===== src/hw/qsim_macros.svh =====
`ifndef QSIM_MACROS_SVH
`define QSIM_MACROS_SVH

// sram geometry
`define QSIM_ADDR_W 8
`define QSIM_WORD_W 32

// one real or imaginary part, Q4.12
`define QSIM_PART_W 16
`define QSIM_FRAC_BITS 12

// gate size limit, N = 2**Q
`define QSIM_MAX_QUBITS 3

// address issue to registered lane output
`define QSIM_PIPE_DELAY 2

`endif


===== src/hw/qsim_pkg.sv =====
`default_nettype none

`include "qsim_macros.svh"

package qsim_pkg;

  // ------------------------------
  // datapath vectors
  // ------------------------------
  typedef logic [`QSIM_ADDR_W-1:0] addr_t;

  // real part in the upper half, imaginary in the lower
  typedef logic [`QSIM_WORD_W-1:0] word_t;

  typedef logic signed [`QSIM_PART_W-1:0] part_t;

  // qubit count from header bits 1:0
  typedef logic [$clog2(`QSIM_MAX_QUBITS+1)-1:0] qubits_t;

  // ------------------------------
  // sequencer states
  // ------------------------------
  typedef enum logic [1:0] {
    SEQ_IDLE,
    SEQ_HEADER,
    SEQ_STREAM,
    SEQ_DRAIN
  } seq_state_t;

endpackage

`default_nettype wire


===== src/hw/gate_sequencer.sv =====
`timescale 1ns/1ps
`default_nettype none

`include "qsim_macros.svh"

module gate_sequencer (
  input  wire logic            clk,
  input  wire logic            reset_n,
  input  wire logic            dut_valid,
  input  wire qsim_pkg::word_t input_sram_read_data,
  output logic                 dut_ready,
  output qsim_pkg::addr_t      input_sram_read_address,
  output qsim_pkg::addr_t      gate_sram_read_address,
  output logic                 run_start,
  output logic                 product_valid,
  output logic                 row_last
);

  localparam int IDX_W  = `QSIM_MAX_QUBITS;
  localparam int ADDR_W = `QSIM_ADDR_W;
  localparam int PIPE_W = `QSIM_PIPE_DELAY;

  localparam qsim_pkg::addr_t HEADER_ADDR = '0;
  localparam qsim_pkg::addr_t AMP_BASE    = 1;

  // lane pipeline, one accumulator register, then the write edge
  localparam logic [2:0] DRAIN_LAST = 3'(`QSIM_PIPE_DELAY + 1);

  qsim_pkg::seq_state_t state;
  qsim_pkg::qubits_t    q_reg;
  qsim_pkg::qubits_t    hdr_q;
  logic                 hdr_wait;
  logic [2:0]           drain_cnt;

  logic [IDX_W-1:0]     row_idx;
  logic [IDX_W-1:0]     col_idx;
  logic [IDX_W-1:0]     row_nx;
  logic [IDX_W-1:0]     col_nx;
  logic [IDX_W-1:0]     n_max;
  logic                 pair_done;
  qsim_pkg::addr_t      row_ext;
  qsim_pkg::addr_t      col_ext;

  logic                 issue_valid;
  logic                 issue_last;
  logic [PIPE_W-1:0]    valid_pipe;
  logic [PIPE_W-1:0]    last_pipe;

  assign dut_ready = (state == qsim_pkg::SEQ_IDLE);
  assign hdr_q     = input_sram_read_data[$bits(qsim_pkg::qubits_t)-1:0];

  // ------------------------------
  // next (row, col) pair
  // ------------------------------
  always_comb begin
    // N-1 as a mask
    n_max     = ~({IDX_W{1'b1}} << q_reg);
    pair_done = (row_idx == n_max) && (col_idx == n_max);
    if (col_idx == n_max) begin
      col_nx = '0;
      row_nx = row_idx + 1'b1;
    end else begin
      col_nx = col_idx + 1'b1;
      row_nx = row_idx;
    end
  end

  assign row_ext = {{(ADDR_W-IDX_W){1'b0}}, row_nx};
  assign col_ext = {{(ADDR_W-IDX_W){1'b0}}, col_nx};

  // ------------------------------
  // fsm and address registers
  // ------------------------------
  always_ff @(posedge clk) begin
    if (!reset_n) begin
      state                   <= qsim_pkg::SEQ_IDLE;
      hdr_wait                <= 1'b0;
      q_reg                   <= '0;
      row_idx                 <= '0;
      col_idx                 <= '0;
      drain_cnt               <= '0;
      input_sram_read_address <= HEADER_ADDR;
      gate_sram_read_address  <= '0;
      run_start               <= 1'b0;
      issue_valid             <= 1'b0;
      issue_last              <= 1'b0;
    end else begin
      run_start   <= 1'b0;
      issue_valid <= 1'b0;
      issue_last  <= 1'b0;
      case (state)
        qsim_pkg::SEQ_IDLE: begin
          if (dut_valid) begin
            state                   <= qsim_pkg::SEQ_HEADER;
            hdr_wait                <= 1'b1;
            input_sram_read_address <= HEADER_ADDR;
            run_start               <= 1'b1;
          end
        end
        qsim_pkg::SEQ_HEADER: begin
          // one cycle for the sram to return the header word
          if (hdr_wait) begin
            hdr_wait <= 1'b0;
          end else begin
            q_reg                   <= hdr_q;
            row_idx                 <= '0;
            col_idx                 <= '0;
            input_sram_read_address <= AMP_BASE;
            gate_sram_read_address  <= '0;
            issue_valid             <= 1'b1;
            issue_last              <= (hdr_q == '0);
            state                   <= qsim_pkg::SEQ_STREAM;
          end
        end
        qsim_pkg::SEQ_STREAM: begin
          if (pair_done) begin
            state     <= qsim_pkg::SEQ_DRAIN;
            drain_cnt <= '0;
          end else begin
            row_idx                 <= row_nx;
            col_idx                 <= col_nx;
            input_sram_read_address <= AMP_BASE + col_ext;
            gate_sram_read_address  <= (row_ext << q_reg) + col_ext;
            issue_valid             <= 1'b1;
            issue_last              <= (col_nx == n_max);
          end
        end
        qsim_pkg::SEQ_DRAIN: begin
          if (drain_cnt == DRAIN_LAST) begin
            state <= qsim_pkg::SEQ_IDLE;
          end else begin
            drain_cnt <= drain_cnt + 1'b1;
          end
        end
        default: state <= qsim_pkg::SEQ_IDLE;
      endcase
    end
  end

  // align flags with the registered lane outputs
  always_ff @(posedge clk) begin
    if (!reset_n) begin
      valid_pipe <= '0;
      last_pipe  <= '0;
    end else begin
      valid_pipe <= {valid_pipe[PIPE_W-2:0], issue_valid};
      last_pipe  <= {last_pipe[PIPE_W-2:0], issue_last};
    end
  end

  assign product_valid = valid_pipe[PIPE_W-1];
  assign row_last      = last_pipe[PIPE_W-1];

endmodule

`default_nettype wire


===== src/hw/cmul_real_lane.sv =====
`timescale 1ns/1ps
`default_nettype none

`include "qsim_macros.svh"

module cmul_real_lane (
  input  wire logic            clk,
  input  wire logic            reset_n,
  input  wire qsim_pkg::word_t state_word,
  input  wire qsim_pkg::word_t gate_word,
  output qsim_pkg::part_t      real_part
);

  localparam int PART_W = `QSIM_PART_W;
  localparam int WORD_W = `QSIM_WORD_W;

  qsim_pkg::part_t ar;
  qsim_pkg::part_t ai;
  qsim_pkg::part_t br;
  qsim_pkg::part_t bi;

  logic signed [2*PART_W-1:0] prod_rr;
  logic signed [2*PART_W-1:0] prod_ii;
  qsim_pkg::part_t            term_rr;
  qsim_pkg::part_t            term_ii;

  // unpack, state is a, gate is b
  assign ar = state_word[WORD_W-1 -: PART_W];
  assign ai = state_word[PART_W-1:0];
  assign br = gate_word[WORD_W-1 -: PART_W];
  assign bi = gate_word[PART_W-1:0];

  assign prod_rr = ar * br;
  assign prod_ii = ai * bi;

  // arithmetic shift then truncate is just a bit slice
  assign term_rr = prod_rr[`QSIM_FRAC_BITS +: PART_W];
  assign term_ii = prod_ii[`QSIM_FRAC_BITS +: PART_W];

  always_ff @(posedge clk) begin
    if (!reset_n) begin
      real_part <= '0;
    end else begin
      real_part <= term_rr - term_ii;
    end
  end

endmodule

`default_nettype wire


===== src/hw/cmul_imag_lane.sv =====
`timescale 1ns/1ps
`default_nettype none

`include "qsim_macros.svh"

module cmul_imag_lane (
  input  wire logic            clk,
  input  wire logic            reset_n,
  input  wire qsim_pkg::word_t state_word,
  input  wire qsim_pkg::word_t gate_word,
  output qsim_pkg::part_t      imag_part
);

  localparam int PART_W = `QSIM_PART_W;
  localparam int WORD_W = `QSIM_WORD_W;

  qsim_pkg::part_t ar;
  qsim_pkg::part_t ai;
  qsim_pkg::part_t br;
  qsim_pkg::part_t bi;

  logic signed [2*PART_W-1:0] prod_ri;
  logic signed [2*PART_W-1:0] prod_ir;
  qsim_pkg::part_t            term_ri;
  qsim_pkg::part_t            term_ir;

  assign ar = state_word[WORD_W-1 -: PART_W];
  assign ai = state_word[PART_W-1:0];
  assign br = gate_word[WORD_W-1 -: PART_W];
  assign bi = gate_word[PART_W-1:0];

  // cross products
  assign prod_ri = ar * bi;
  assign prod_ir = ai * br;

  // back to Q4.12, wraps mod 2^16
  assign term_ri = prod_ri[`QSIM_FRAC_BITS +: PART_W];
  assign term_ir = prod_ir[`QSIM_FRAC_BITS +: PART_W];

  always_ff @(posedge clk) begin
    if (!reset_n) begin
      imag_part <= '0;
    end else begin
      imag_part <= term_ri + term_ir;
    end
  end

endmodule

`default_nettype wire


===== src/hw/amplitude_accumulator.sv =====
`timescale 1ns/1ps
`default_nettype none

module amplitude_accumulator (
  input  wire logic            clk,
  input  wire logic            reset_n,
  input  wire logic            run_start,
  input  wire logic            product_valid,
  input  wire logic            row_last,
  input  wire qsim_pkg::part_t real_part,
  input  wire qsim_pkg::part_t imag_part,
  output logic                 output_sram_write_enable,
  output qsim_pkg::addr_t      output_sram_write_address,
  output qsim_pkg::word_t      output_sram_write_data
);

  qsim_pkg::part_t sum_re;
  qsim_pkg::part_t sum_im;
  qsim_pkg::part_t next_re;
  qsim_pkg::part_t next_im;
  qsim_pkg::addr_t out_row;

  // running sums, wrap per part
  assign next_re = sum_re + real_part;
  assign next_im = sum_im + imag_part;

  assign output_sram_write_address = out_row;

  // ------------------------------
  // sums, write strobe, row count
  // ------------------------------
  always_ff @(posedge clk) begin
    if (!reset_n) begin
      sum_re                   <= '0;
      sum_im                   <= '0;
      out_row                  <= '0;
      output_sram_write_enable <= 1'b0;
    end else begin
      output_sram_write_enable <= product_valid && row_last;
      if (run_start) begin
        out_row <= '0;
      end else if (output_sram_write_enable) begin
        out_row <= out_row + 1'b1;
      end
      if (product_valid) begin
        // next row starts from zero on the very next product
        if (row_last) begin
          sum_re <= '0;
          sum_im <= '0;
        end else begin
          sum_re <= next_re;
          sum_im <= next_im;
        end
      end
    end
  end

  // finished amplitude, real part high
  always_ff @(posedge clk) begin
    if (product_valid && row_last) begin
      output_sram_write_data <= {next_re, next_im};
    end
  end

endmodule

`default_nettype wire


===== src/hw/qsim_top.sv =====
`timescale 1ns/1ps
`default_nettype none

module qsim_top (
  input  wire logic            clk,
  input  wire logic            reset_n,

  // start handshake
  input  wire logic            dut_valid,
  output wire logic            dut_ready,

  // input state sram, word 0 is the header
  output wire qsim_pkg::addr_t input_sram_read_address,
  input  wire qsim_pkg::word_t input_sram_read_data,

  // gate sram, entry (r,c) at r*N+c
  output wire qsim_pkg::addr_t gate_sram_read_address,
  input  wire qsim_pkg::word_t gate_sram_read_data,

  // output state sram
  output wire logic            output_sram_write_enable,
  output wire qsim_pkg::addr_t output_sram_write_address,
  output wire qsim_pkg::word_t output_sram_write_data
);

  logic            run_start;
  logic            product_valid;
  logic            row_last;
  qsim_pkg::part_t real_part;
  qsim_pkg::part_t imag_part;

  // ------------------------------
  // control and address streaming
  // ------------------------------
  gate_sequencer u_sequencer (
    .clk                     (clk),
    .reset_n                 (reset_n),
    .dut_valid               (dut_valid),
    .input_sram_read_data    (input_sram_read_data),
    .dut_ready               (dut_ready),
    .input_sram_read_address (input_sram_read_address),
    .gate_sram_read_address  (gate_sram_read_address),
    .run_start               (run_start),
    .product_valid           (product_valid),
    .row_last                (row_last)
  );

  // ------------------------------
  // complex multiply, two lanes
  // ------------------------------
  cmul_real_lane u_real_lane (
    .clk        (clk),
    .reset_n    (reset_n),
    .state_word (input_sram_read_data),
    .gate_word  (gate_sram_read_data),
    .real_part  (real_part)
  );

  cmul_imag_lane u_imag_lane (
    .clk        (clk),
    .reset_n    (reset_n),
    .state_word (input_sram_read_data),
    .gate_word  (gate_sram_read_data),
    .imag_part  (imag_part)
  );

  // row sums and output writes
  amplitude_accumulator u_accumulator (
    .clk                       (clk),
    .reset_n                   (reset_n),
    .run_start                 (run_start),
    .product_valid             (product_valid),
    .row_last                  (row_last),
    .real_part                 (real_part),
    .imag_part                 (imag_part),
    .output_sram_write_enable  (output_sram_write_enable),
    .output_sram_write_address (output_sram_write_address),
    .output_sram_write_data    (output_sram_write_data)
  );

endmodule

`default_nettype wire


===== config.mk =====
export PLATFORM = sky130hd
export DESIGN_NAME = qsim_top
export DESIGN_NICKNAME = d
export VERILOG_FILES = /design/src/hw/qsim_pkg.sv /design/src/hw/gate_sequencer.sv /design/src/hw/cmul_real_lane.sv /design/src/hw/cmul_imag_lane.sv /design/src/hw/amplitude_accumulator.sv /design/src/hw/qsim_top.sv
export VERILOG_INCLUDE_DIRS = /design/src /design/src/hw
export SDC_FILE = /design/constraint.sdc
export NUM_CORES = 2
export LEC_CHECK = 0
export BUFFER_PORTS_ARGS = -buffer_cell sky130_fd_sc_hd__buf_2
export CORE_MARGIN = 2
export CORE_UTILIZATION = 50
export CTS_CLUSTER_SIZE = 8
export DETAILED_ROUTE_END_ITERATION = 12
export PLACE_DENSITY = 0.65
export SLEW_MARGIN = 25
export SYNTH_ARGS = -nofsm -noshare
export SYNTH_HDL_FRONTEND = slang
export SYNTH_SLANG_ARGS = --single-unit

===== constraint.sdc =====
create_clock -name clk -period 20 [get_ports clk]
set_input_delay 6 -clock clk [delete_from_list [all_inputs] [get_ports clk]]
set_output_delay 6 -clock clk [all_outputs]
set_load 0.1 [all_outputs]

==> impl_metrics.env <==
export IMPL_ys_top_cells_by_count="1088 x sky130_fd_sc_hd__inv_1, 917 x sky130_fd_sc_hd__fa_1, 546 x sky130_fd_sc_hd__nand2_1"
export IMPL_setup_total_negative_slack_ps=0
export IMPL_clock_tree_root_cell="sky130_fd_sc_hd__clkbuf_16"
export IMPL_drt_drc_violations_left=0
export IMPL_pin_count=125
export IMPL_rsz_0062_raised_after_global_routing="false"
export IMPL_syn_to_final_growth_pct=4.529
export IMPL_routed_via_density=5.228
export IMPL_min_period_over_period_pct=70.01
export IMPL_netlist_top_cell_by_area="sky130_fd_sc_hd__fa_1"
export IMPL_required_ps=20320
export IMPL_grt_remaining_overflow=0
export IMPL_sequential_cell_area_um2=3063
export IMPL_library_cell_appearing_most_often_on_the_critical_path="sky130_fd_sc_hd__fa_1"
export IMPL_worst_r2r_cell_count=13
export IMPL_yosysMostFrequentCell="sky130_fd_sc_hd__inv_1"
export IMPL_holdBufCountCts=0
export IMPL_finalClockSkew_ps=7.756
export IMPL_drt_initial_drc_count=1602
export IMPL_cts_inserted_buffers=17
export IMPL_hold_path_endpoint="u_sequencer.valid_pipe[0]"
export IMPL_yosysUniqueCellTypes=66
export IMPL_crit_path_max_fanout=32
export IMPL_finalMaxSlewViolations=0
export IMPL_critPathCaptureType="register"
export IMPL_via_count=29440
export IMPL_vias_in_the_first_global_route=32330
export IMPL_worst_hold_startpoint="u_sequencer.issue_valid"
export IMPL_min_path_cells=1
export IMPL_setup_viol=0
export IMPL_number_of_synthesized_flops_with_an_enable_pin=32
export IMPL_die_w_um=292.1
export IMPL_gp_congestion=0.8569
export IMPL_seq_area_frac_synth_pct=7.381
export IMPL_holdCritPathClass="reg -> reg"
export IMPL_die_area_um2=85310
export IMPL_postRouteAntennaNets=0
export IMPL_detail_route_wirelength_mm=101.9
export IMPL_ys_dominant_reg_cell="sky130_fd_sc_hd__dfxtp_1"
export IMPL_grt_first_pass_wirelength_mm=171.4
export IMPL_synth_area_per_cell_um2=9.013
export IMPL_cts_tree="built"
export IMPL_rr_startpoint="u_sequencer.q_reg[1]"
export IMPL_first_pass_iters=7
export IMPL_critical_path_slowest_cell="sky130_fd_sc_hd__o31ai_2"
export IMPL_synth_warnings=0
export IMPL_synth_area_top_cells="sky130_fd_sc_hd__fa_1 44%, sky130_fd_sc_hd__ha_1 11%, sky130_fd_sc_hd__inv_1 9.8%, sky130_fd_sc_hd__and2_1 7.1%, sky130_fd_sc_hd__dfxtp_1 5.1%"
export IMPL_tritoncts_num_sinks=137
export IMPL_worst_skew_pair_late_latency_ps=430
export IMPL_final_min_clock_period_ps=14000
export IMPL_cap_viol_max_count=0
export IMPL_critical_path_reg2reg_endpoint="u_sequencer.gate_sram_read_address[5]"
export IMPL_post_route_cells_drive_above_1_share_pct=4.057
export IMPL_delay_of_the_slowest_critical_path_stage_ps=850
export IMPL_grt_antenna_before_repair=2
export IMPL_async_reset_ff_share_pct=0
export IMPL_timing_fmax_mhz=71.42
export IMPL_cts_htree_levels=4
export IMPL_reg2reg_slack_ps=16360
export IMPL_postSynthRegisterBits=137
export IMPL_critical_path_buf_inv_count=6
export IMPL_dp_final_hpwl_mm=77.56
export IMPL_floorplan_die_height_um=292.1
export IMPL_ctsLongestPathBuffers=2
export IMPL_grt_total_usage_pct=25.48
export IMPL_postCtsSetupRepairBufs=0
export IMPL_place_port_buffers=119
export IMPL_crit_family="adder cells"
export IMPL_grt_start_max_net_pins=77
export IMPL_worst_slew_margin_rel_pct=33.10
export IMPL_core_rowCount=105
export IMPL_post_syn_area_um2=41490
export IMPL_critPathLaunchType="primary input"
export IMPL_placeableCoreArea_um2=82110
export IMPL_post_synth_top_area_fraction_pct=44.24
export IMPL_worst_slew_pin_slew_ps=997.5
export IMPL_multi_input_comb_area_um2=33510
export IMPL_timing_worst_setup_path_type="in -> reg"
export IMPL_result_of_the_run="finished clean"
export IMPL_synth_cells=4604
export IMPL_routed_wire_length_per_instance_um=18.09
export IMPL_worst_ep_arrival_time_ps=14330
export IMPL_max_flop_register="u_accumulator.output_sram_write_data"
export IMPL_cts_repair_resize_count=0
export IMPL_worst_setup_hold_path_clk_slew_ps=60
export IMPL_largest_reg_flops=32
export IMPL_floorplan_initialDensity_pct=50.54
export IMPL_n_fill_cell=7616
export IMPL_num_nets_final=5900
export IMPL_report_final_hold_viol_count=0
layer usage:
layer | vias to the layer above | GRT usage [%] | routed length (µm)
li1 | 13440 | - | -
met1 | 15110 | 34.73 | 44840
met2 | 762 | 43.47 | 48860
met3 | 128 | 2.664 | 5035
met4 | 0 | 6.751 | 3147
met5 | - | 0 | 0
cells in the final DEF (no fill, tap or decap), drive strengths merged, types with 14 or more instances in the layout:
| cell type | instances |
|---|---|
| o21ai | 60 |
| dfxtp | 105 |
| buf | 140 |
| xnor2 | 140 |
| nor3 | 43 |
| nor2b | 21 |
| and2 | 471 |
| a22oi | 28 |
| nand3 | 21 |
| and3 | 14 |
| a21o | 28 |
| ha | 369 |
| inv | 1088 |
| nand2 | 546 |
| nand4 | 17 |
| nor2 | 153 |
| nand2b | 45 |
| xor2 | 57 |
| a21oi | 98 |
| fa | 917 |
| clkbuf | 20 |
| edfxtp | 32 |
cell families (layout without fill, tap and decap cells):
group	count (synthesis)	after routing	synth area share [%]
mux	6	6	0.1478
compound gates	307	307	4.852
flops	137	137	7.382
fa+ha+maj	1286	1286	55.37
buf+inv	1309	1261	11.89
simple gates	1360	1360	16.14
other cells	1	7	0.009037
xor+xnor	198	198	4.212
stage by stage:
| stage | setup WS (ps) | instance area [µm²] | instances | utilization [%] | hold slack (ps) |
|---|---|---|---|---|---|
| floorplan | 6785 | 41510 | 4608 | - | 411.9 |
| global placement | 5758 | 42750 | 5598 | 52.07 | 420.8 |
| detailed placement | 5635 | 42750 | 5598 | 52.07 | 424.0 |
| CTS | 6071 | 43370 | 5630 | 52.82 | 434.9 |
| global route | 5513 | 43370 | 5632 | 52.82 | 452.2 |
| finish | 5998 | 43370 | 5632 | 52.82 | 431.6 |
worst max-delay path by stage:
stage | slack (ps) | startpoint | end | cells past startpoint
finish | 6000 | input_sram_read_data[23] | u_imag_lane.imag_part[15] | 28
detailed placement | 5630 | input_sram_read_data[23] | u_imag_lane.imag_part[15] | 30
global placement | 5760 | gate_sram_read_data[7] | u_imag_lane.imag_part[15] | 28
global route | 5510 | input_sram_read_data[5] | u_imag_lane.imag_part[15] | 29
CTS | 6070 | input_sram_read_data[6] | u_imag_lane.imag_part[15] | 29
floorplan | 6780 | gate_sram_read_data[17] | u_real_lane.real_part[15] | 30
layout make-up:
class	count	area share, %
inverter	1089	9.424
sequential	137	7.062
tap	1070	3.087
antenna	2	0.01154
timing repair buffer	140	1.737
multi-input combinational	3162	77.26
clock inverter	12	0.3404
clock buffer	20	1.076
Power is left out: the tool's default activity adds up to more than one toggle a clock period on the data nets, which glitch-free logic cannot reach.
